--- config.mk ---
export PLATFORM = sky130hd
export DESIGN_NAME = crMem
export DESIGN_NICKNAME = d
export VERILOG_FILES = /design/src/common/memWrapPkg.sv /design/src/crMem/crMem.sv
export VERILOG_INCLUDE_DIRS = /design/src /design/src/common
export SDC_FILE = /design/constraint.sdc
export NUM_CORES = 1
export LEC_CHECK = 0
export ABC_AREA = 1
export BUFFER_PORTS_ARGS = -buffer_cell sky130_fd_sc_hd__buf_2
export CORE_MARGIN = 3
export CORE_UTILIZATION = 53
export DETAILED_ROUTE_END_ITERATION = 16
export PLACE_DENSITY = 0.86
export SLEW_MARGIN = 20
export SYNTH_ARGS = -nofsm -noshare
export SYNTH_HDL_FRONTEND = slang
export SYNTH_SLANG_ARGS = --single-unit
--- constraint.sdc ---
create_clock -name Clk -period 2.2 [get_ports Clk]
set_input_delay 0.22 -clock Clk [delete_from_list [all_inputs] [get_ports Clk]]
set_output_delay 0.22 -clock Clk [all_outputs]
set_load 0.005 [all_outputs]
--- src/common/memWrap_defs.svh ---
//------------------------------------------------
// Memory map of the data port
// Region bounds, memory depth, CR offsets
//------------------------------------------------
`ifndef MEMWRAP_DEFS_SVH
`define MEMWRAP_DEFS_SVH

// Region bounds, inclusive
`define IMEM_FLOOR 32'h0000_0000
`define IMEM_ROOF  32'h0000_3FFF
`define DMEM_FLOOR 32'h0001_0000
`define DMEM_ROOF  32'h0001_3FFF
`define CR_FLOOR   32'h0002_0000
`define CR_ROOF    32'h0002_00FF

`define MEM_WORDS  4096           // Words per memory, 16 KB

//------------------------------------------------
// Control register offsets
//------------------------------------------------
`define CR_LED     8'h00          // RW, 10 bits
`define CR_SEG7_0  8'h04          // RW, 8 bits each
`define CR_SEG7_1  8'h08
`define CR_SEG7_2  8'h0C
`define CR_SEG7_3  8'h10
`define CR_SEG7_4  8'h14
`define CR_SEG7_5  8'h18
`define CR_BUTTON  8'h20          // RO, 2 bits
`define CR_SWITCH  8'h24          // RO, 10 bits

`endif

--- src/common/memWrapPkg.sv ---
//------------------------------------------------
// Shared types of the memory subsystem
// Request, RAM write, CR access, instruction
//------------------------------------------------
`include "memWrap_defs.svh"

package memWrapPkg;

    // Access size of a load or store
    typedef enum logic [1:0] {
        sizeByte = 2'b00,
        sizeHalf = 2'b01,
        sizeWord = 2'b10
    } memSizeT;

    typedef logic [31:0] dataWordT;

    // RV32 R-type field split, MSB first
    typedef struct packed {
        logic [6:0] funct7;
        logic [4:0] rs2;
        logic [4:0] rs1;
        logic [2:0] funct3;
        logic [4:0] rd;
        logic [6:0] opcode;
    } instrWordT;

    //------------------------------------------------
    // Core side, Q103H
    //------------------------------------------------
    typedef struct packed {
        logic     rdEn;
        logic     wrEn;
        logic     [31:0] addr;
        dataWordT wrData;           // Register order, value in low bits
        memSizeT  size;
        logic     unsignedLd;       // Zero extend on load
    } dmemReqT;

    //------------------------------------------------
    // Memory side
    //------------------------------------------------
    typedef struct packed {
        logic                          wrEn;
        logic [$clog2(`MEM_WORDS)-1:0] wrAddr;  // Word index
        dataWordT                      wrData;  // Already in its lanes
        logic [3:0]                    byteEn;
    } ramWrT;

    // Control register access, one cycle
    typedef struct packed {
        logic       wrEn;
        logic       rdEn;
        logic [7:0] offset;         // Byte offset in CR region
        dataWordT   wrData;
        logic [3:0] byteEn;
    } crWrT;

endpackage

--- src/crMem/crMem.sv ---
//------------------------------------------------
// Control registers of the board
// LED and seven-segment registers, input sync,
// registered read mux
//------------------------------------------------
`include "memWrap_defs.svh"

module crMem (
    input  logic                 Clk,
    input  logic                 rstN,
    input  memWrapPkg::crWrT     req,
    output memWrapPkg::dataWordT rdData,
    input  logic [1:0]           button,
    input  logic [9:0]           switch,
    output logic [9:0]           led,
    output logic [5:0][7:0]      seg7
);
    import memWrapPkg::*;

    // Display register offsets, digit order
    localparam logic [7:0] segOff [6] = '{`CR_SEG7_0, `CR_SEG7_1, `CR_SEG7_2,
                                          `CR_SEG7_3, `CR_SEG7_4, `CR_SEG7_5};

    logic [7:0] wordOff;
    logic [1:0] buttonMeta;
    logic [1:0] buttonSync;
    logic [9:0] switchMeta;
    logic [9:0] switchSync;
    dataWordT   rdMux;

    assign wordOff = {req.offset[7:2], 2'b00};  // Lane bits dropped, byteEn picks lanes

    //------------------------------------------------
    // Board input synchronizers
    //------------------------------------------------
    always_ff @(posedge Clk or negedge rstN) begin
        if (!rstN) begin
            buttonMeta <= '0;
            buttonSync <= '0;
            switchMeta <= '0;
            switchSync <= '0;
        end else begin
            buttonMeta <= button;       // First stage
            buttonSync <= buttonMeta;
            switchMeta <= switch;
            switchSync <= switchMeta;
        end
    end

    //------------------------------------------------
    // Writable registers
    //------------------------------------------------
    // Segments active low, reset blanks all digits
    always_ff @(posedge Clk or negedge rstN) begin
        if (!rstN) begin
            led  <= '0;
            seg7 <= {6{8'hFF}};
        end else if (req.wrEn) begin
            if (wordOff == `CR_LED) begin
                if (req.byteEn[0]) begin
                    led[7:0] <= req.wrData[7:0];
                end
                if (req.byteEn[1]) begin
                    led[9:8] <= req.wrData[9:8];    // Upper two LEDs in lane 1
                end
            end
            for (int i = 0; i < 6; i++) begin
                if (wordOff == segOff[i] && req.byteEn[0]) begin
                    seg7[i] <= req.wrData[7:0];
                end
            end
            // Button and switch offsets fall through, read only
        end
    end

    //------------------------------------------------
    // Read mux
    //------------------------------------------------
    always_comb begin
        case (wordOff)
            `CR_LED:    rdMux = {22'b0, led};
            `CR_SEG7_0: rdMux = {24'b0, seg7[0]};
            `CR_SEG7_1: rdMux = {24'b0, seg7[1]};
            `CR_SEG7_2: rdMux = {24'b0, seg7[2]};
            `CR_SEG7_3: rdMux = {24'b0, seg7[3]};
            `CR_SEG7_4: rdMux = {24'b0, seg7[4]};
            `CR_SEG7_5: rdMux = {24'b0, seg7[5]};
            `CR_BUTTON: rdMux = {30'b0, buttonSync};
            `CR_SWITCH: rdMux = {22'b0, switchSync};
            default:    rdMux = '0;                 // Unknown offset
        endcase
    end

    // Sync read, data in Q104H
    always_ff @(posedge Clk) begin
        if (req.rdEn) begin
            rdData <= rdMux;
        end
    end

endmodule

=== After elaboration in Yosys (flattened, before gate mapping) ===
Cells that the tools add are included.

* Flip-flop bits (word level): 114
* Input bits: 60
* Output and inout port bits: 90
* Word-level logic and storage cells: 37

* Equality and inequality tests: 8
* Muxes and demuxes: 1
* Reductions and logical operators: 15

{| class="wikitable"
|+ Operators by type and width
! cell !! number
|-
| $pmux W10 S9 || 1
|-
| $eq A6 B3 Y1 const B || 3
|-
| $eq A6 B2 Y1 const B || 2
|-
| $eq A6 B4 Y1 const B || 2
|-
| $reduce_and A2 Y1 || 6
|-
| $logic_not A8 Y1 || 1
|-
| $eq A6 B1 Y1 const B || 1
|-
| $logic_and A1 B1 Y1 || 6
|-
| $reduce_and A3 Y1 || 2
|}

=== Logic depth before layout (Yosys ltp) ===
* Depth after elaboration: 3
* Mapped depth: 8
* Mapped depth without buffers: 8

=== Worst setup path after synthesis ===
No wires, ideal clock.

* Path kind: input-to-reg
* From: input port req[39] (netlist name)
* To: register led[0]
* Library setup time: 0.127 ns
* Arrival: 1.032 ns
* Data required time: 2.073 ns
* Path slack: 1.041 ns
* Stages on the path: 7
* Buffers on the path: 1
* Cells stage by stage: nor2_2 > nand2_4 > nor2_8 > nand2_4 > buf_6 > nand2_1 > o21ai_1

* Word-level cells in the longest chain between the ends: 2

{| class="wikitable"
|+ RTL lines
! item !! line !! RTL
|-
| start: declaration || crMem.sv:11 || <nowiki>input memWrapPkg::crWrT req,</nowiki>
|-
| $logic_not A8 Y1 || - ||
|-
| $reduce_and A3 Y1 (no line) || - ||
|-
| end signal: assignment || crMem.sv:61 || <nowiki>led[7:0] <= req.wrData[7:0];</nowiki>
|-
| end: declaration || crMem.sv:15 || <nowiki>output logic [9:0] led,</nowiki>
|}

Every way passes these cells.
A chain may end at the register's enable or synchronous reset.

=== Final worst setup path ===
* From: register seg7[36] (netlist name)
* To: output port seg7[36] (netlist name)

{| class="wikitable"
|+ RTL lines
! item !! line !! RTL
|-
| start: declaration || crMem.sv:16 || <nowiki>output logic [5:0][7:0] seg7</nowiki>
|-
| start signal: assignment || crMem.sv:57 || <nowiki>seg7 <= {6{8'hFF}};</nowiki>
|-
| start signal: indexed assignment || crMem.sv:69 || <nowiki>seg7[i] <= req.wrData[7:0];</nowiki>
|}

No word-level cell between the ends.

==> results.sh <==
export IMPL_outcome="finished, final reports clean"
export IMPL_syn_inst=421
export IMPL_core_um2=7410
export IMPL_finalCritPeriodShare_pct=58.2
export IMPL_cts_inserted_buffers=9
export IMPL_maxCapViolations=0
export IMPL_max_freq_mhz=780
export IMPL_wl_per_cell_um=15.0
export IMPL_cp_buffers_inverters=1
export IMPL_fin_ws_ns=0.919
export IMPL_vias_per_cell=5.12
export IMPL_avgSynthCellArea_um2=9.78
export IMPL_portBuffers=101
export IMPL_setup_viol=0
export IMPL_fin_crit_ns=1.28
export IMPL_regArea_um2=2410
export IMPL_grt_overflow=0
export IMPL_antenna_found_initial=0
export IMPL_tns_ns=0
export IMPL_wl_um=9690
export IMPL_worstHoldPathType="in2reg"
export IMPL_fin_util_pct=66.4
export IMPL_rsz0062_at_grt="false"
export IMPL_drtPass1Iterations=5
export IMPL_die_area_um2=8870
export IMPL_ir_drop_uv=644
export IMPL_p_leak_nw=2.52
export IMPL_finalMaxSlewViolations=0
export IMPL_ioPinCount=150
export IMPL_maxSlewHeadroom_pct=44.9
export IMPL_pre_cts_slack_ns=0.593
export IMPL_critPathKind="reg2out"
export IMPL_grt_max_degree=69
export IMPL_finalHoldViolations=0
export IMPL_grt_pass1_wl_um=15500
export IMPL_swShare_pct=27.0
export IMPL_net_switching_power_mw=0.911
export IMPL_combPwrFrac_pct=11.4
export IMPL_sequentialPowerShare_pct=58.4
export IMPL_critPathSlowestCell="dfstp_2"
export IMPL_tritoncts="done"
export IMPL_endpoint_kind="output port"
export IMPL_vias=3296
export IMPL_worst_setup_path_start_kind="flip-flop"
export IMPL_holdWs_ns=0.0931
export IMPL_final_cells=644
export IMPL_worstMarginPinSlew_ns=0.826
export IMPL_cts_sink_count=92
export IMPL_dp_cells=615
export IMPL_synth_seq_cells=92
export IMPL_clock_latency_ns=0.37
export IMPL_crit_family="flip-flops"
export IMPL_final_cell_area_um2=4920
export IMPL_cp_cell_sequence="buf_2"
export IMPL_netlist_area_um2=4120
export IMPL_drive_above_1_share_pct=39.4
export IMPL_place_area_um2=4620
export IMPL_cp_max_fo=3
export IMPL_clkPwrFrac_pct=30.2
export IMPL_initial_utilization_pct=55.6
export IMPL_clk_pin_slew_ns=0.09
export IMPL_required_ns=1.98
export IMPL_final_antenna_net_count=0
export IMPL_r2r_setup_slack_ns=1.14
export IMPL_grt_pass1_vias=3204
export IMPL_drcViolationCount=0
export IMPL_postCtsResizedCells=0
export IMPL_clockRootBuffer="clkbuf_8"
export IMPL_ys_top_cells_by_area="dfstp_2 (31%), dfrtp_1 (21%), nand2_1 (14%), edfxtp_1 (7.3%), o21ai_1 (5.2%)"
export IMPL_synthToLayoutAreaGrowth_pct=19.5
export IMPL_critPathMaxStageDelay_ns=0.58
export IMPL_die_w_um=94.2
export IMPL_yosysSeqAreaShare_pct=58.6
export IMPL_total_power_mw=3.38
export IMPL_synth_top_area_share_pct=30.6
export IMPL_p_int_mw=2.46
export IMPL_clk_path_buf_depth=2
export IMPL_row_count=31
export IMPL_synth_top_cell_by_area="dfstp_2"
export IMPL_dp_hpwl_um=6990
export IMPL_htree_num_levels=3
export IMPL_fp_dieH_um=94.2
export IMPL_arrival_ns=1.06
export IMPL_skew_ns=0.0110
export IMPL_powerDensity_nw_per_um2=686
export IMPL_ys_types=23
export IMPL_synth_warnings=0
export IMPL_fin_nets=600
export IMPL_multi_input_area_um2=1460
export IMPL_antennaDiodeCount=0
export IMPL_fillCellCount=565
export IMPL_grt_usage_pct=23.0
export IMPL_drt_iter0_markers=286
export IMPL_gp_congestion=0.957
==> placed cells by master (no fill, tap or decap) <==
master	synthesis	routed
a22o_1	2	2
nor2_2	4	4
o21ai_1	43	43
nand2_4	4	4
nand3_1	8	8
inv_1	17	17
inv_6	0	2
clkinvlp_4	0	2
nand2_1	152	152
edfxtp_1	10	10
clkinv_2	0	1
nor2_1	20	20
dlygate4sd3_1	0	13
nor2_8	4	4
o21ai_2	15	15
dfstp_2	48	48
dfrtp_1	34	34
clkinv_4	0	1
nor2_4	7	7
buf_2	2	100
inv_4	1	1
clkinv_1	0	1
nand2_2	8	8
nand4_1	8	8
buf_4	22	4
clkbuf_8	0	9
conb_1	1	22
inv_2	5	5
==> final timing paths <==
| kind | startpoint | cells past startpoint | to |
|---|---|---|---|
| setup / recovery | seg7[36]$_DFFE_PN1P_ | 1 | seg7[36] |
| hold / removal | req[12] | 3 | led[8]$_DFFE_PN0P_ |
| setup reg to reg | seg7[0]$_DFFE_PN1P_ | 4 | rdData[0]$_DFFE_PP_ |
| hold reg to reg | buttonMeta[0]$_DFF_PN0_ | 0 | buttonSync[0]$_DFF_PN0_ |
| max in group asynchronous | rstN | 3 | seg7[14]$_DFFE_PN1P_ |
| min in group asynchronous | rstN | 2 | switchSync[8]$_DFF_PN0_ |
==> repair_timing <==
action	in CTS	in global routing
hold buffers	13	0
hold endpoints to repair	46	0
buffers inserted	0	0
==> cell type report <==
class,instances,area share (%)
repair buffers,117,13.4
multi-input cells,297,29.7
inverters,23,1.81
flip-flops and latches,92,49.0
clock buffers,9,2.52
well taps,99,2.52
clock inverters,7,1.02
==> flip-flops by register name, indices dropped and copies added (netlist names) <==
register    flops
rdData         10
seg7           48
switchSync     10
buttonMeta      2
led            10
switchMeta     10
buttonSync      2
==> cells in the mapped netlist <==
cell type,n
a22o_1,2
buf_2,2
buf_4,22
buf_6,5
clkbuf_1,1
conb_1,1
dfrtp_1,34
dfstp_2,48
edfxtp_1,10
inv_1,17
inv_2,5
inv_4,1
nand2_1,152
nand2_2,8
nand2_4,4
nand3_1,8
nand4_1,8
nor2_1,20
nor2_2,4
nor2_4,7
nor2_8,4
o21ai_1,43
o21ai_2,15
==> cells by family (layout without fill, tap and decap cells) <==
| kind of cell | after synthesis | in the layout | synth area share (%) |
|---|---|---|---|
| simple gates | 215 | 215 | 24.6 |
| flops | 92 | 92 | 58.6 |
| compound gates | 60 | 60 | 8.84 |
| buf+inv | 53 | 156 | 7.87 |
| other cells | 1 | 22 | 0.0910 |
==> per-layer routing <==
metal / wire length [um] / track usage [%] / share of wire [%]
met1: 4140 / 30.2 / 43
met2: 4490 / 35.6 / 46
met4: 338 / 11.2 / 3.5
met3: 718 / 5.93 / 7.4
met5: 0 / 0 / 0
==> power by group through the flow <==
stage | sequential [mW] | clock, mW | combinational (mW)
2_1_floorplan | 1.99 | 0 | 0.184
3_3_place_gp | 1.99 | 0 | 0.355
3_5_place_dp | 2.00 | 0 | 0.369
4_1_cts | 1.97 | 1.03 | 0.388
5_1_grt | 1.99 | 1.11 | 0.433
6_report | 1.97 | 1.02 | 0.385
Power figures use the tool's default switching activity.
