[src/common/memWrap_defs.svh]
//------------------------------------------------
// Memory map of the data port
// Region bounds, memory depth, CR offsets
//------------------------------------------------
`ifndef MEMWRAP_DEFS_SVH
`define MEMWRAP_DEFS_SVH

// Region bounds, inclusive
`define IMEM_FLOOR 32'h0000_0000
`define IMEM_ROOF  32'h0000_3FFF
`define DMEM_FLOOR 32'h0001_0000
`define DMEM_ROOF  32'h0001_3FFF
`define CR_FLOOR   32'h0002_0000
`define CR_ROOF    32'h0002_00FF

`define MEM_WORDS  4096           // Words per memory, 16 KB

//------------------------------------------------
// Control register offsets
//------------------------------------------------
`define CR_LED     8'h00          // RW, 10 bits
`define CR_SEG7_0  8'h04          // RW, 8 bits each
`define CR_SEG7_1  8'h08
`define CR_SEG7_2  8'h0C
`define CR_SEG7_3  8'h10
`define CR_SEG7_4  8'h14
`define CR_SEG7_5  8'h18
`define CR_BUTTON  8'h20          // RO, 2 bits
`define CR_SWITCH  8'h24          // RO, 10 bits

`endif

[src/common/memWrapPkg.sv]
//------------------------------------------------
// Shared types of the memory subsystem
// Request, RAM write, CR access, instruction
//------------------------------------------------
`include "memWrap_defs.svh"

package memWrapPkg;

    // Access size of a load or store
    typedef enum logic [1:0] {
        sizeByte = 2'b00,
        sizeHalf = 2'b01,
        sizeWord = 2'b10
    } memSizeT;

    typedef logic [31:0] dataWordT;

    // RV32 R-type field split, MSB first
    typedef struct packed {
        logic [6:0] funct7;
        logic [4:0] rs2;
        logic [4:0] rs1;
        logic [2:0] funct3;
        logic [4:0] rd;
        logic [6:0] opcode;
    } instrWordT;

    //------------------------------------------------
    // Core side, Q103H
    //------------------------------------------------
    typedef struct packed {
        logic     rdEn;
        logic     wrEn;
        logic     [31:0] addr;
        dataWordT wrData;           // Register order, value in low bits
        memSizeT  size;
        logic     unsignedLd;       // Zero extend on load
    } dmemReqT;

    //------------------------------------------------
    // Memory side
    //------------------------------------------------
    typedef struct packed {
        logic                          wrEn;
        logic [$clog2(`MEM_WORDS)-1:0] wrAddr;  // Word index
        dataWordT                      wrData;  // Already in its lanes
        logic [3:0]                    byteEn;
    } ramWrT;

    // Control register access, one cycle
    typedef struct packed {
        logic       wrEn;
        logic       rdEn;
        logic [7:0] offset;         // Byte offset in CR region
        dataWordT   wrData;
        logic [3:0] byteEn;
    } crWrT;

endpackage

[src/source/loadStoreAlign.sv]
//------------------------------------------------
// Data port aligner
// Region decode, store lane shift and byte enables,
// Q104H state, read select and load extension
//------------------------------------------------
`include "memWrap_defs.svh"

module loadStoreAlign (
    input  logic                 Clk,
    input  logic                 rstN,
    input  memWrapPkg::dmemReqT  req,
    output memWrapPkg::ramWrT    imemWr,
    output memWrapPkg::ramWrT    dmemWr,
    output logic                 dmemRdEn,
    input  memWrapPkg::dataWordT dmemRdData,
    output memWrapPkg::crWrT     crReq,
    input  memWrapPkg::dataWordT crRdData,
    output memWrapPkg::dataWordT rdRsp
);
    import memWrapPkg::*;

    localparam int addrBits = $clog2(`MEM_WORDS);

    // Q103H decode
    logic       matchImemQ103H;
    logic       matchDmemQ103H;
    logic       matchCrQ103H;
    logic [1:0] offQ103H;
    logic [3:0] beBaseQ103H;
    logic [3:0] byteEnQ103H;
    dataWordT   wrLanesQ103H;

    // Q104H state
    logic       rdDmemQ104H;
    logic       rdCrQ104H;
    logic [1:0] offQ104H;
    memSizeT    sizeQ104H;
    logic       unsignedQ104H;
    dataWordT   selQ104H;
    dataWordT   shiftQ104H;

    // Single unsigned compare, wraps below floor
    function automatic logic inRegion(input logic [31:0] addr,
                                      input logic [31:0] floor,
                                      input logic [31:0] roof);
        logic [31:0] rel;
        rel = addr - floor;
        return rel <= (roof - floor);
    endfunction

    //------------------------------------------------
    // Q103H, region decode and store lanes
    //------------------------------------------------
    assign matchImemQ103H = inRegion(req.addr, `IMEM_FLOOR, `IMEM_ROOF);
    assign matchDmemQ103H = inRegion(req.addr, `DMEM_FLOOR, `DMEM_ROOF);
    assign matchCrQ103H   = inRegion(req.addr, `CR_FLOOR, `CR_ROOF);
    assign offQ103H       = req.addr[1:0];  // Byte offset in word

    always_comb begin
        case (req.size)
            sizeByte: beBaseQ103H = 4'b0001;
            sizeHalf: beBaseQ103H = 4'b0011;
            default:  beBaseQ103H = 4'b1111;
        endcase
        byteEnQ103H  = beBaseQ103H << offQ103H;             // Natural alignment assumed
        wrLanesQ103H = req.wrData << {offQ103H, 3'b000};
    end

    // Enables to exactly one target
    always_comb begin
        imemWr.wrEn   = req.wrEn & matchImemQ103H;           // Loader path, write only
        imemWr.wrAddr = req.addr[addrBits+1:2];
        imemWr.wrData = wrLanesQ103H;
        imemWr.byteEn = byteEnQ103H;

        dmemWr.wrEn   = req.wrEn & matchDmemQ103H;
        dmemWr.wrAddr = req.addr[addrBits+1:2];               // Also the read address
        dmemWr.wrData = wrLanesQ103H;
        dmemWr.byteEn = byteEnQ103H;
        dmemRdEn      = req.rdEn & matchDmemQ103H;

        crReq.wrEn    = req.wrEn & matchCrQ103H;
        crReq.rdEn    = req.rdEn & matchCrQ103H;
        crReq.offset  = req.addr[7:0];
        crReq.wrData  = wrLanesQ103H;
        crReq.byteEn  = byteEnQ103H;
    end

    //------------------------------------------------
    // Q103H to Q104H
    //------------------------------------------------
    // Flags set only for loads, stores leave them clear
    always_ff @(posedge Clk or negedge rstN) begin
        if (!rstN) begin
            rdDmemQ104H   <= 1'b0;
            rdCrQ104H     <= 1'b0;
            offQ104H      <= 2'b00;
            sizeQ104H     <= sizeByte;
            unsignedQ104H <= 1'b0;
        end else begin
            rdDmemQ104H   <= req.rdEn & matchDmemQ103H;
            rdCrQ104H     <= req.rdEn & matchCrQ103H;
            offQ104H      <= offQ103H;
            sizeQ104H     <= req.size;
            unsignedQ104H <= req.unsignedLd;
        end
    end

    //------------------------------------------------
    // Q104H, select, shift down, extend
    //------------------------------------------------
    always_comb begin
        if (rdDmemQ104H) begin
            selQ104H = dmemRdData;
        end else if (rdCrQ104H) begin
            selQ104H = crRdData;
        end else begin
            selQ104H = '0;                                    // Idle, store, IMEM or unmapped
        end
        shiftQ104H = selQ104H >> {offQ104H, 3'b000};
        case (sizeQ104H)
            sizeByte: rdRsp = {{24{~unsignedQ104H & shiftQ104H[7]}}, shiftQ104H[7:0]};
            sizeHalf: rdRsp = {{16{~unsignedQ104H & shiftQ104H[15]}}, shiftQ104H[15:0]};
            default:  rdRsp = shiftQ104H;
        endcase
    end

endmodule

[config.mk]
export PLATFORM = sky130hd
export DESIGN_NAME = loadStoreAlign
export DESIGN_NICKNAME = d
export VERILOG_FILES = /design/src/common/memWrapPkg.sv /design/src/source/loadStoreAlign.sv
export VERILOG_INCLUDE_DIRS = /design/src /design/src/common
export SDC_FILE = /design/constraint.sdc
export NUM_CORES = 1
export LEC_CHECK = 0
export BUFFER_PORTS_ARGS = -buffer_cell sky130_fd_sc_hd__buf_2
export CORE_AREA = 3 3 121 123
export DETAILED_ROUTE_END_ITERATION = 8
export DIE_AREA = 0 0 124 126
export PLACE_DENSITY = 0.64
export SYNTH_ARGS = -nofsm -noshare
export SYNTH_HDL_FRONTEND = slang
export SYNTH_SLANG_ARGS = --single-unit
[constraint.sdc]
create_clock -name Clk -period 1.98 [get_ports Clk]
set_input_delay 0.297 -clock Clk [delete_from_list [all_inputs] [get_ports Clk]]
set_output_delay 0.297 -clock Clk [all_outputs]
set_load 0.02 [all_outputs]
# [Word level (Yosys, flattened, before mapping)]
# Cells that the tools add are included.
[op_classes] n_mul=0 n_eq_ne=2 n_addsub=2 n_lt_le_gt_ge=3 n_bitwise=8 shifts=3 n_mux=4 reduce_logical=2 n_div=0
[op_table] operator="$le 32x14->1 const B" count=2
[op_table] operator="$mux 32" count=2
[op_table] operator="$pmux 32 s2" count=1
[op_table] operator="$le 32x8->1 const B" count=1
[op_table] operator="$shl 32x5->32" count=1
[op_table] operator="$shr 32x5->32" count=1
[op_table] operator="$sub 32x17->32 const B" count=1
[op_table] operator="$sub 32x18->32 const B" count=1
[op_table] operator="$pmux 4 s2" count=1
[op_table] operator="$and 1x1->1" count=7
[op_table] operator="$eq 2x1->1 const B" count=2
[op_table] operator="$logic_not 2->1" count=2
[op_table] operator="$shl 4x2->4" count=1
[op_table] operator="$not 1->1" count=1
[word_totals] inputBits=135 n_memories=0 elab_cells=29 latch_bits=0 register_bits=7 romBits=0 mem_bits_rw=0 output_inout_bits=177

# [Logic depth before layout (Yosys ltp)]
# Gate-level depths: netlist of the first run.
[depth] word_depth=5 mapped_depth=8 depth_no_buf=7

# [Worst setup path after synthesis of the first run]
# OpenSTA, ideal clock, no wires.
[synth_path] path_kind="in2out" from="input port req[52] (netlist bit)" to="output port dmemRdEn" setup_slack_ns=-0.279 stages=7 n_path_buf=0 required_time_ns=1.683 arrival_time_ns=1.962 cell_sequence="inv_1 ha_1 a21boi_0 nand3b_1 a21boi_0 o211ai_1 nor3_1"
[synth_via] elab_chain_cells=3
[synth_lines] element="start, declared" line_no="loadStoreAlign.sv:11" source="input memWrapPkg::dmemReqT req,"
[synth_lines] element="$sub 32x17->32" line_no="loadStoreAlign.sv:47" source="rel = addr - floor;"
[synth_lines] element="$le 32x14->1" line_no="loadStoreAlign.sv:48" source="return rel <= (roof - floor);"
[synth_lines] element="$and 1x1->1" line_no="loadStoreAlign.sv:80" source="dmemRdEn = req.rdEn & matchDmemQ103H;"
[synth_lines] element="end, declared" line_no="loadStoreAlign.sv:14" source="output logic dmemRdEn,"
# No other way between the ends.

# [Worst setup path after layout of the first run]
[layout_path] from="register rdDmemQ104H" to="output port rdRsp[26]"
[layout_via] elab_chain_cells=4 word_cells_on_any_way=5 classes_between="1 x shift; 2 x mux; 2 x bitwise"
[layout_lines] element="start, declared" line_no="loadStoreAlign.sv:34" source="logic rdDmemQ104H;"
[layout_lines] element="start signal, assigned" line_no="loadStoreAlign.sv:101" source="rdDmemQ104H <= req.rdEn & matchDmemQ103H;"
[layout_lines] element="$mux 32 (*)" line_no="loadStoreAlign.sv:113" source="if (rdDmemQ104H) begin"
[layout_lines] element="$shr 32x5->32 (*)" line_no="loadStoreAlign.sv:120" source="shiftQ104H = selQ104H >> {offQ104H, 3'b000};"
[layout_lines] element="$and 1x1->1, on equally long branches" line_no="loadStoreAlign.sv:123, loadStoreAlign.sv:122"
[layout_lines] element="$pmux 32 s2 (*)" line_no="loadStoreAlign.sv:121" source="case (sizeQ104H)"
[layout_lines] element="end, declared" line_no="loadStoreAlign.sv:18" source="output memWrapPkg::dataWordT rdRsp"
# Mark *: on every way between the ends. The rest lies on a longest branch, timed or not.

==> results.md, run 1 <==
* Leakage power at 2.460 nW
* Count of input and output buffers at 287
* Worst EP arrival at 2.05 ns
* Via count of the first global-routing pass at 3737
* Final period utilization at 118.6%
* Share of cells above drive strength 1 at 64.42%
* Chip Width at 124 um
* Category of the critical setup timing path: reg2out
* Net Count, Synth at 567
* Overall global routing resource usage at 14.01%
* Highest fanout seen on the critical path at 8
* Initial antenna violation count at 0
* Total half-perimeter wirelength after legalization and detailed placement at 10420 um
* Root cell of the clock tree: clkbuf_16
* Netlist cell types at 44
* Leading cell types by count after synthesis: buf_4, o21ai_0, nand2_1
* TritonCTS clock tree: built
* Top_reg_cell synth: dfrtp_1
* Pwr Density at 321.0 mW/mm^2
* Total setup violations reported at the end of the flow at 35
* Worst hold path class: in2reg
* Remaining DRCs at 0
* Fraction of synthesis flops using an asynchronous set or reset pin at 100.0%
* Critical path launch point type: flop
* Global-route congestion overflow total at 0
* Slew HR at 67.30%
* TritonCTS buffer count at 3
* Deepest clock path buffer count at 2
* Status: finished, violations left
* Final non-filler cell area at 0.004936 mm^2
* Effective utilization at floorplan at 21.38%
* Total count of max-transition violations in the final report at 0
* Die Footprint at 0.01562 mm^2
* Layout-stage area growth over the synthesis result at 67.59%
* Endpoints failing hold at 0
* Synthesis warning total at 0
* Boundary pin count at 312
* Antenna diodes at 0
* Final worst hold slack at 0.1785 ns
* Post-Syn Area at 0.002945 mm^2
* TritonCTS sink count at 7
* Site row count at 43
* Core Box Area at 0.01377 mm^2
* Area share of the largest cell type after synthesis at 26.51%
* CP Data Required Time at 1.68 ns
* Most repeated cell in the gate-level netlist after synthesis: buf_4
* Clock Pin Slew Worst Setup and Hold Paths at 0.03 ns
* Maximum clock rate at 425.8 MHz
* Violated checks: negative setup slack
* Count of flip-flops with a built-in enable after synthesis at 0
* Iteration count of the initial detailed-routing pass at 4
* Mean Syn Cell Area at 6.850 um^2
* Number of max-cap violations at 0
* Tmin final at 2.349 ns
* Routed vias/inst at 4.711
* # nets final at 807
* Setup ws final at -0.3686 ns
* Sequential element share of the synthesized area at 5.947%
* Area after DPL at 0.004369 mm^2
* Synth Instances at 430
* Setup repair after global routing missed its margin: true
* Wire length of the first global-routing pass at 18070 um
* Post-DR wirelength/cell at 14.86 um
* Synth area leader: buf_4
* Area contributors post-synth: buf_4, o21ai_0, a221oi_1
* Via count at 4000
* Number of DRC markers in iteration 0 at 170
* Clock H-tree levels at 1
* Pre-CTS setup slack at -0.4013 ns
* Depth of the worst hold-timing path at 1
* DRT Wirelength at 12620 um
* Transition time at the pin with the least slew margin at 0.4854 ns
* Die height at 126 um
* Critical Path End Type: output pin
* RePlAce Congestion at 0.8094
* Pin count of the biggest net entering global routing at 38
* Flip-flop and latch count after synthesis at 7
* ANT nets after route at 0
* Worst supply voltage drop on vdd at 191.2 uV
## cells by family after synthesis
kind of cell / share of synthesized area (%)
compound gates: 29.65
simple gates: 22.39
xor+xnor: 2.676
fa+ha+maj: 0.8495
buf+inv: 31.99
flops: 5.947
mux: 6.499
## cells in the final DEF (no fill, tap or decap), types with 6 or more instances in the layout
master,instances
o21ai_2,12
buf_4,92
and2_1,9
nor2b_1,10
or3_1,7
a211oi_1,15
mux2i_1,18
o21ai_0,12
a22oi_1,8
dfrtp_1,6
a22o_1,6
a21oi_1,10
o21ai_1,20
nand2_1,23
a221oi_1,21
nor2_1,20
a21oi_2,8
buf_6,22
xor2_1,6
buf_2,247
## final cells by class
type / count / area, um^2
Timing Repair Buffer: 369 / 2305
Sequential cell: 7 / 176.4
Tap cell: 180 / 225.2
Multi-Input combinational cell: 282 / 2120
Inverter: 7 / 31.28
Clock buffer: 4 / 78.83
Fill cell: 1480 / 8837
## report_power, final
part	switching, W	internal (W)
clock	0.0000671	0.000267
combinational	0.000652	0.000444
sequential	0.00000569	0.000149
total	0.000724	0.000860
## routing by layer
layer  wire [um]  track usage (%)  vias up
li1            -                -     1947
met2        6502            26.92      218
met3        1109            1.706       20
met1        4747            16.15     1815
met5           0                0        -
met4         259            3.222        0
## through the flow
step,setup TNS (ns),power (W),utilization (%),instances
CTS,-8.929,0.001562,34.24,845
global route,-11.62,0.001678,35.84,849
detailed placement,-3.578,0.001176,31.72,835
floorplan,-1.961,0.0009062,-,430
global placement,-2.887,0.001172,31.72,835
finish,-8.850,0.001585,35.84,849
## worst max-delay path, stage by stage (launching register included)
cell      delay [ns]
dfrtp_2         0.43
nand3b_1        0.23
a32oi_4         0.32
a22oi_2         0.19
a31o_4          0.32
buf_6           0.14
o21ai_4         0.05
buf_6           0.13
## worst paths after layout
kind                                            to             startpoint
worst max-delay path                     rdRsp[26]  rdDmemQ104H$_DFF_PN0_
min in group asynchronous      rdCrQ104H$_DFF_PN0_                   rstN
max in group asynchronous    rdDmemQ104H$_DFF_PN0_                   rstN
worst min-delay path       unsignedQ104H$_DFF_PN0_                 req[0]
## timing repair
| item | 4_1_cts | 5_1_grt |
|---|---|---|
| hold buffers | 1 | 0 |
| gates cloned | 1 | 0 |
| endpoints found under the hold margin | 7 | 0 |
| endpoints found under the setup margin | 35 | 35 |
| resized for setup | 65 | 53 |
| pin swaps | 14 | 13 |
| setup buffers | 4 | 4 |
## state kept, by name, summed over array words and instances (netlist names)
| name | flops |
|---|---|
| rdDmemQ104H | 1 |
| sizeQ104H | 2 |
| rdCrQ104H | 1 |
| unsignedQ104H | 1 |
| offQ104H | 2 |
No activity file was read; power rests on OpenSTA's default activity.
==> inputs of run 2 (changes only) <==
--- a/config.mk
+++ b/config.mk
@@ -11,6 +11,7 @@
 export DETAILED_ROUTE_END_ITERATION = 8
 export DIE_AREA = 0 0 124 126
 export PLACE_DENSITY = 0.64
+export REMOVE_ABC_BUFFERS = 1
 export SYNTH_ARGS = -nofsm -noshare
 export SYNTH_HDL_FRONTEND = slang
 export SYNTH_SLANG_ARGS = --single-unit
==> run 2 against run 1 <==
Net effect: the flow still finishes with violations (negative setup slack); wire length is 10% higher; sequential cell count did not move; clock power rose by 2%; critical path depth is 1 higher; maximum frequency is 2.5% higher; largest cell class unchanged.
==> results.md, run 2 (synthesis results as in run 1) <==
* Slew HR at 71.20% (+3.9 points)
* Status: finished, violations left
* CP Data Required Time at 1.68 ns (about the same)
* Setup ws final at -0.3102 ns (+0.05839 ns)
* Number of max-cap violations at 0 (unchanged)
* Die Footprint at 0.01562 mm^2 (unchanged)
* Part of the power in the clock network at 21.7% (+0.6 points)
* Post-DR wirelength/cell at 16.67 um (+12%)
* Registers with the most flip-flops: offQ104H x2, sizeQ104H x2
* Power Internal at 0.0008408 W (-2.2%)
* Via count of the first global-routing pass at 3750 (+0.35%)
* Final period utilization at 115.7% (-2.9 points)
* Pin count of the biggest net entering global routing at 37 (-2.6%)
* Count of input and output buffers at 287 (unchanged)
* RePlAce Congestion at 0.8816 (+8.9%)
* Total setup violations reported at the end of the flow at 36 (+2.9%)
* Worst supply voltage drop on vdd at 211.7 uV (+11%)
* Area after DPL at 0.004161 mm^2 (-4.8%)
* Maximum clock rate at 436.6 MHz (+2.5%)
* TritonCTS buffer count at 3 (unchanged)
* Final sum of negative setup slack at -8.503 ns (+0.3463 ns)
* Overall global routing resource usage at 14.74% (+0.73 points)
* Critical path launch point type: flop
* Tmin final at 2.290 ns (-0.05839 ns)
* Seq pwr share at 10.1% (+0.3 points)
* Most frequent standard cell in the layout excluding fill and tap cells: buf_2
* Clock H-tree levels at 1 (unchanged)
* Final non-filler cell area at 0.005005 mm^2 (+1.4%)
* Depth of the worst hold-timing path at 1 (unchanged)
* TritonCTS clock tree: built
* Chip Width at 124 um (unchanged)
* Root cell of the clock tree: clkbuf_16
* Layout-stage area growth over the synthesis result at 69.92%
* Deepest clock path buffer count at 2 (unchanged)
* Switching component of the power at 0.0007348 W (+1.4%)
* Setup repair after global routing missed its margin: true
* Fraction of the core area covered by cells at the end of the flow at 36.34% (+0.50 points)
* Highest fanout seen on the critical path at 9 (+1)
* Die height at 126 um (unchanged)
* Clock Pin Slew Worst Setup and Hold Paths at 0.04 ns (about the same)
* Sw frac at 46.63% (+0.92 points)
* ANT nets after route at 0 (unchanged)
* Site row count at 43 (unchanged)
* DRT Wirelength at 13900 um (+10%)
* # nets final at 791 (-2.0%)
* Endpoints failing hold at 0 (unchanged)
* Category of the critical setup timing path: reg2out
* Critical Path End Type: output pin
* Total count of max-transition violations in the final report at 0 (unchanged)
* Share of cells above drive strength 1 at 66.16% (+1.7 points)
* TritonCTS sink count at 7 (unchanged)
* Worst min-delay path startpoint: req[0]
* Routed vias/inst at 4.794 (+1.7%)
* Wire length of the first global-routing pass at 18760 um (+3.8%)
* Final worst hold slack at 0.1769 ns (-0.001637 ns)
* Effective utilization at floorplan at 21.38% (unchanged)
* Worst hold path class: in2reg
* Via count at 3998 (-0.050%)
* Leakage power at 2.473 nW (+0.54%)
* Commonest cells after routing, fill and taps aside: buf_2, buf_4, nor2_1
* Pwr Density at 314.8 mW/mm^2 (-1.9%)
* Boundary pin count at 312 (unchanged)
* Initial antenna violation count at 1 (+1)
* Combinational share of power at 68.1% (-1.0 points)
* Core Box Area at 0.01377 mm^2 (unchanged)
* Iteration count of the initial detailed-routing pass at 4 (unchanged)
* Violated checks: negative setup slack
* Global-route congestion overflow total at 0 (unchanged)
* Worst EP arrival at 1.99 ns (-0.06 ns)
* Number of DRC markers in iteration 0 at 145 (-15%)
* Remaining DRCs at 0 (unchanged)
* Total half-perimeter wirelength after legalization and detailed placement at 10420 um (about the same)
* Transition time at the pin with the least slew margin at 0.4201 ns (-0.06538 ns)
* Hold-critical path endpoint: unsignedQ104H$_DFF_PN0_
==> run 2: cell type report <==
class	count	area, um^2
repair buffers	353	2288
clock buffers	4	78.83
flip-flops and latches	7	177.7
diodes	1	2.502
fillers	1489	8768
well taps	180	225.2
inverters	7	26.28
multi-input cells	282	2206
==> run 2: how the worst max path moves through the flow <==
| stage | startpoint | endpoint | slack, ns | cells past startpoint |
|---|---|---|---|---|
| detailed placement | req[52] | dmemWr[48] | -0.38 | 10 |
| CTS | rdDmemQ104H$_DFF_PN0_ | rdRsp[31] | -0.27 | 6 |
| global placement | req[52] | dmemWr[48] | -0.32 | 10 |
| global route | rdDmemQ104H$_DFF_PN0_ | rdRsp[20] | -0.37 | 6 |
| finish | rdDmemQ104H$_DFF_PN0_ | rdRsp[0] | -0.31 | 8 |
| floorplan | rdDmemQ104H$_DFF_PN0_ | rdRsp[10] | -1.39 | 5 |
==> run 2: per-stage QoR <==
| step | cells | setup slack [ns] | total power [W] |
|---|---|---|---|
| finish | 834 | -0.3102 | 0.001576 |
| global route | 834 | -0.3736 | 0.001672 |
| CTS | 829 | -0.2672 | 0.001538 |
| detailed placement | 816 | -0.3829 | 0.001137 |
| global placement | 816 | -0.3201 | 0.001133 |
| floorplan | 295 | -1.389 | 0.0006054 |
==> run 2: critical path, cell delays in order (launching register included) <==
cell,delay [ns]
dfrtp_2,0.40
buf_6,0.16
nor2b_4,0.06
buf_12,0.14
buf_16,0.15
a22o_1,0.19
o21ai_0,0.37
o21ai_1,0.11
buf_4,0.17
==> run 2: metal layers <==
metal  share of wire, %  wire length (um)  GRT usage [%]  vias to the layer above
li1                   -                 -              -                     1926
met1                 38              5340          17.82                     1834
met2                 51              7151          27.84                      226
met3                9.1              1263          2.559                       12
met4                1.1               149          1.289                        0
met5                  0                 0              0                        -
==> run 2: what timing repair did <==
action,in CTS,in global routing
hold endpoints to repair,7,0
endpoints found under the setup margin,36,36
hold buffers,1,0
pin swaps,28,11
setup buffers,8,2
cloned,3,3
resized for setup,95,89
==> run 2: power groups by stage <==
stage	registers, W	logic [W]	clock network (W)
3_3_place_gp	0.000159	0.000973	0
3_5_place_dp	0.000159	0.000978	0
2_1_floorplan	0.000164	0.000441	0
6_report	0.000160	0.00107	0.000342
4_1_cts	0.000157	0.00103	0.000351
5_1_grt	0.000161	0.00115	0.000360
==> inputs of run 3 (changes only) <==
--- a/config.mk
+++ b/config.mk
@@ -6,12 +6,13 @@
 export SDC_FILE = /design/constraint.sdc
 export NUM_CORES = 1
 export LEC_CHECK = 0
+export ABC_AREA = 1
 export BUFFER_PORTS_ARGS = -buffer_cell sky130_fd_sc_hd__buf_2
 export CORE_AREA = 3 3 121 123
+export CTS_CLUSTER_DIAMETER = 80
 export DETAILED_ROUTE_END_ITERATION = 8
 export DIE_AREA = 0 0 124 126
-export PLACE_DENSITY = 0.64
-export REMOVE_ABC_BUFFERS = 1
+export PLACE_DENSITY = 0.66
 export SYNTH_ARGS = -nofsm -noshare
 export SYNTH_HDL_FRONTEND = slang
 export SYNTH_SLANG_ARGS = --single-unit
==> run 3 against run 2 <==
Net effect: the run still ends with negative setup slack left; critical path type unchanged; hold slack better by 0.0013 ns; cell count up 17%; clock power shrank 1%; sequential power fell by 4%; largest cell class is now multi-input combinational cells; area after synthesis up 11%; largest power group unchanged; synthesized cell count up 36%; sequential cell count unchanged; global-route usage increased by 1.6 points; die area is the same; design area rose by 3.5%; non-clock buffer count fell by 14; sequential share of layout area shrank 0.14 points.
==> results.md, run 3 <==
* Status: finished, violations left
* Violated checks: negative setup slack
* Number of DRC markers in iteration 0 at 235 (+62%)
* Initial antenna violation count at 0 (-1)
* Area contributors post-synth: buf_4, nand2_1, nor2_1
* Total half-perimeter wirelength after legalization and detailed placement at 12000 um (+15%)
* Power Internal at 0.0008295 W (-1.3%)
* Slew HR at 71.91% (+0.71 points)
* Final Total Pwr at 0.001613 W (+2.4%)
* Number of standard cells in the final layout excluding fillers at 976 (+17%)
* Flip-flop and latch count after synthesis at 7 (unchanged)
* Count of flip-flops with a built-in enable after synthesis at 0 (unchanged)
* RePlAce Congestion at 0.9538 (+8.2%)
* Die height at 126 um (unchanged)
* Endpoints failing hold at 0 (unchanged)
* Tmin final at 2.191 ns (-0.09900 ns)
* Most repeated cell in the gate-level netlist after synthesis: nand2_1
* Transition time at the pin with the least slew margin at 0.4170 ns (-0.003095 ns)
* Worst min-delay path startpoint: req[0]
* Global-route congestion overflow total at 0 (unchanged)
* Setup repair after global routing missed its margin: true
* Sequential element share of the synthesized area at 5.372% (-0.58 points)
* Synth Instances at 584 (+36%)
* Layout-stage area growth over the synthesis result at 58.86%
* Combinational share of power at 69.6% (+1.5 points)
* Fillers at 1490 (+0.067%)
* Registers with the most flip-flops: offQ104H x2, sizeQ104H x2
* Worst supply voltage drop on vdd at 156.6 uV (-26%)
* Mean Syn Cell Area at 5.583 um^2 (-18%)
* Number of max-cap violations at 0 (unchanged)
* Setup ws final at -0.2112 ns (+0.09900 ns)
* Deepest clock path buffer count at 2 (unchanged)
* Critical Path End Type: output pin
* TritonCTS buffer count at 3 (unchanged)
* Critical path launch point type: flop
* Seq pwr share at 9.5% (-0.6 points)
* Overall global routing resource usage at 16.37% (+1.6 points)
* Via count of the first global-routing pass at 4078 (+8.7%)
* Iteration count of the initial detailed-routing pass at 5 (+1)
* Effective utilization at floorplan at 23.67% (+2.3 points)
* Post-DR wirelength/cell at 15.26 um (-8.5%)
* Placed instance count at 959 (+18%)
* Maximum clock rate at 456.4 MHz (+4.5%)
* Highest fanout seen on the critical path at 24 (+15)
* Switching component of the power at 0.0007837 W (+6.7%)
* Hold-critical path endpoint: unsignedQ104H$_DFF_PN0_
* Pin count of the biggest net entering global routing at 37 (unchanged)
* Core Box Area at 0.01377 mm^2 (unchanged)
* Part of the power in the clock network at 20.9% (-0.8 points)
* Boundary pin count at 312 (unchanged)
* Post-Syn Area at 0.003261 mm^2 (+11%)
* Root cell of the clock tree: clkbuf_16
* # nets final at 934 (+18%)
* Count of input and output buffers at 287 (unchanged)
* Sw frac at 48.58% (+1.9 points)
* Wire length of the first global-routing pass at 20420 um (+8.8%)
* Routed vias/inst at 4.706 (-1.8%)
* Via count at 4593 (+15%)
* Final period utilization at 110.7% (-5.0 points)
* Leading cell types by count after synthesis: nand2_1, buf_4, nor2_1
* Total count of max-transition violations in the final report at 0 (unchanged)
* Synth area leader: buf_4
* Total setup violations reported at the end of the flow at 30 (-17%)
* Remaining DRCs at 0 (unchanged)
* Depth of the worst hold-timing path at 1 (unchanged)
* Top_reg_cell synth: dfrtp_1
* Synthesis warning total at 0 (unchanged)
* Chip Width at 124 um (unchanged)
* Commonest cells after routing, fill and taps aside: buf_2, nand2_1, nor2_1
* Worst EP arrival at 1.89 ns (-0.10 ns)
* TritonCTS clock tree: built
* Clock H-tree levels at 1 (unchanged)
* Netlist cell types at 36 (-18%)
* Die Footprint at 0.01562 mm^2 (unchanged)
* Worst hold path class: in2reg
* Leakage power at 2.869 nW (+16%)
* ANT nets after route at 0 (unchanged)
* TritonCTS sink count at 7 (unchanged)
* Pwr Density at 311.4 mW/mm^2 (-1.1%)
* DRT Wirelength at 14900 um (+7.1%)
* Net Count, Synth at 721
* Most frequent standard cell in the layout excluding fill and tap cells: buf_2
* Share of cells above drive strength 1 at 54.02% (-12 points)
* Pre-CTS setup slack at -0.1666 ns (+0.2163 ns)
* Fraction of the core area covered by cells at the end of the flow at 37.61% (+1.3 points)
* CP Data Required Time at 1.68 ns (about the same)
* Area share of the largest cell type after synthesis at 25.33% (-1.2 points)
* Clock Pin Slew Worst Setup and Hold Paths at 0.04 ns (about the same)
* Antenna diodes at 0 (-1)
* Category of the critical setup timing path: reg2out
* Site row count at 43 (unchanged)
* Fraction of synthesis flops using an asynchronous set or reset pin at 100.0% (unchanged)
run 3: cell count changes after synthesis, moves of 8 or more:
cell      before  now
nand3_1        7   40
nor2b_1       11    0
o21ai_0       48   38
a22oi_1        9   19
a221oi_1      21    0
nand2_1       26  134
nor4_1         8    0
mux2i_1       18    1
a211oi_1      17    0
nor2_1        24   80
a22o_1         6   16
inv_1          7   39
run 3: worst max path at each step:
| stage | startpoint | endpoint | slack (ns) | cells past startpoint |
|---|---|---|---|---|
| 2_1_floorplan | req[35] | dmemWr[29] | 0.005 | 6 |
| 3_3_place_gp | req[52] | dmemRdEn | -0.12 | 13 |
| 3_5_place_dp | req[52] | dmemRdEn | -0.17 | 13 |
| 4_1_cts | rdDmemQ104H$_DFF_PN0_ | rdRsp[15] | -0.23 | 9 |
| 5_1_grt | rdDmemQ104H$_DFF_PN0_ | rdRsp[15] | -0.32 | 10 |
| 6_report | rdDmemQ104H$_DFF_PN0_ | rdRsp[15] | -0.21 | 10 |
run 3: cell type report:
cell class              count  area, um^2  share of cell area, %
clock buffers               4       78.83                  1.522
flip-flops and latches      7       176.4                  3.406
inverters                  41       163.9                  3.164
repair buffers            339        2175                  41.98
multi-input cells         405        2361                  45.58
well taps                 180       225.2                  4.348
run 3: per-stage QoR:
step | hold slack, ns | cell area, um^2 | setup TNS (ns)
global placement | 0.1422 | 4360 | -0.4541
CTS | 0.1768 | 4760 | -4.616
global route | 0.1760 | 5180 | -7.495
floorplan | 0.001409 | 3287 | 0
detailed placement | 0.1441 | 4360 | -0.9222
finish | 0.1782 | 5180 | -3.871
run 3: critical path, stage by stage, from the launching register on:
cell and delay, ns:
dfrtp_2 0.43, nor2_4 0.17, buf_6 0.12, nand2_1 0.05
nand3_1 0.08, o21ai_2 0.07, o21ai_2 0.17, nand2_2 0.09
buf_12 0.16, o21ai_0 0.10, buf_2 0.20
run 3: logic make-up after synthesis:
group / Yosys count / synth area share, %
xor gates and xnor gates: 2 / 0.5373
DFF: 7 / 5.372
and+or+nand+nor: 285 / 37.26
adders and majority gates: 2 / 0.7673
buffers and inverters: 172 / 33.27
muxes: 1 / 0.3070
AOI/OAI and AO/OA: 115 / 22.49
run 3: what timing repair did:
| action | 4_1_cts | 5_1_grt |
|---|---|---|
| endpoints found under the hold margin | 7 | 0 |
| setup endpoints to repair | 35 | 37 |
| gates cloned | 1 | 2 |
| hold buffers | 1 | 0 |
| gates resized for setup | 78 | 99 |
| pin swaps | 14 | 37 |
| setup buffers | 8 | 4 |
run 3: power by group through the flow:
| stage | logic [W] | registers [W] | clock network (W) |
|---|---|---|---|
| 2_1_floorplan | 0.000763 | 0.000155 | 0 |
| 3_3_place_gp | 0.00101 | 0.000155 | 0 |
| 3_5_place_dp | 0.00102 | 0.000155 | 0 |
| 4_1_cts | 0.00106 | 0.000154 | 0.000344 |
| 5_1_grt | 0.00120 | 0.000154 | 0.000356 |
| 6_report | 0.00112 | 0.000154 | 0.000337 |
run 3: per-layer routing:
| layer | global-route usage [%] | routed length (um) | vias to the layer above |
|---|---|---|---|
| li1 | - | - | 2246 |
| met1 | 20.05 | 5806 | 2062 |
| met2 | 29.24 | 7526 | 263 |
| met3 | 1.886 | 1227 | 22 |
| met4 | 5.606 | 335 | 0 |
| met5 | 0 | 0 | - |
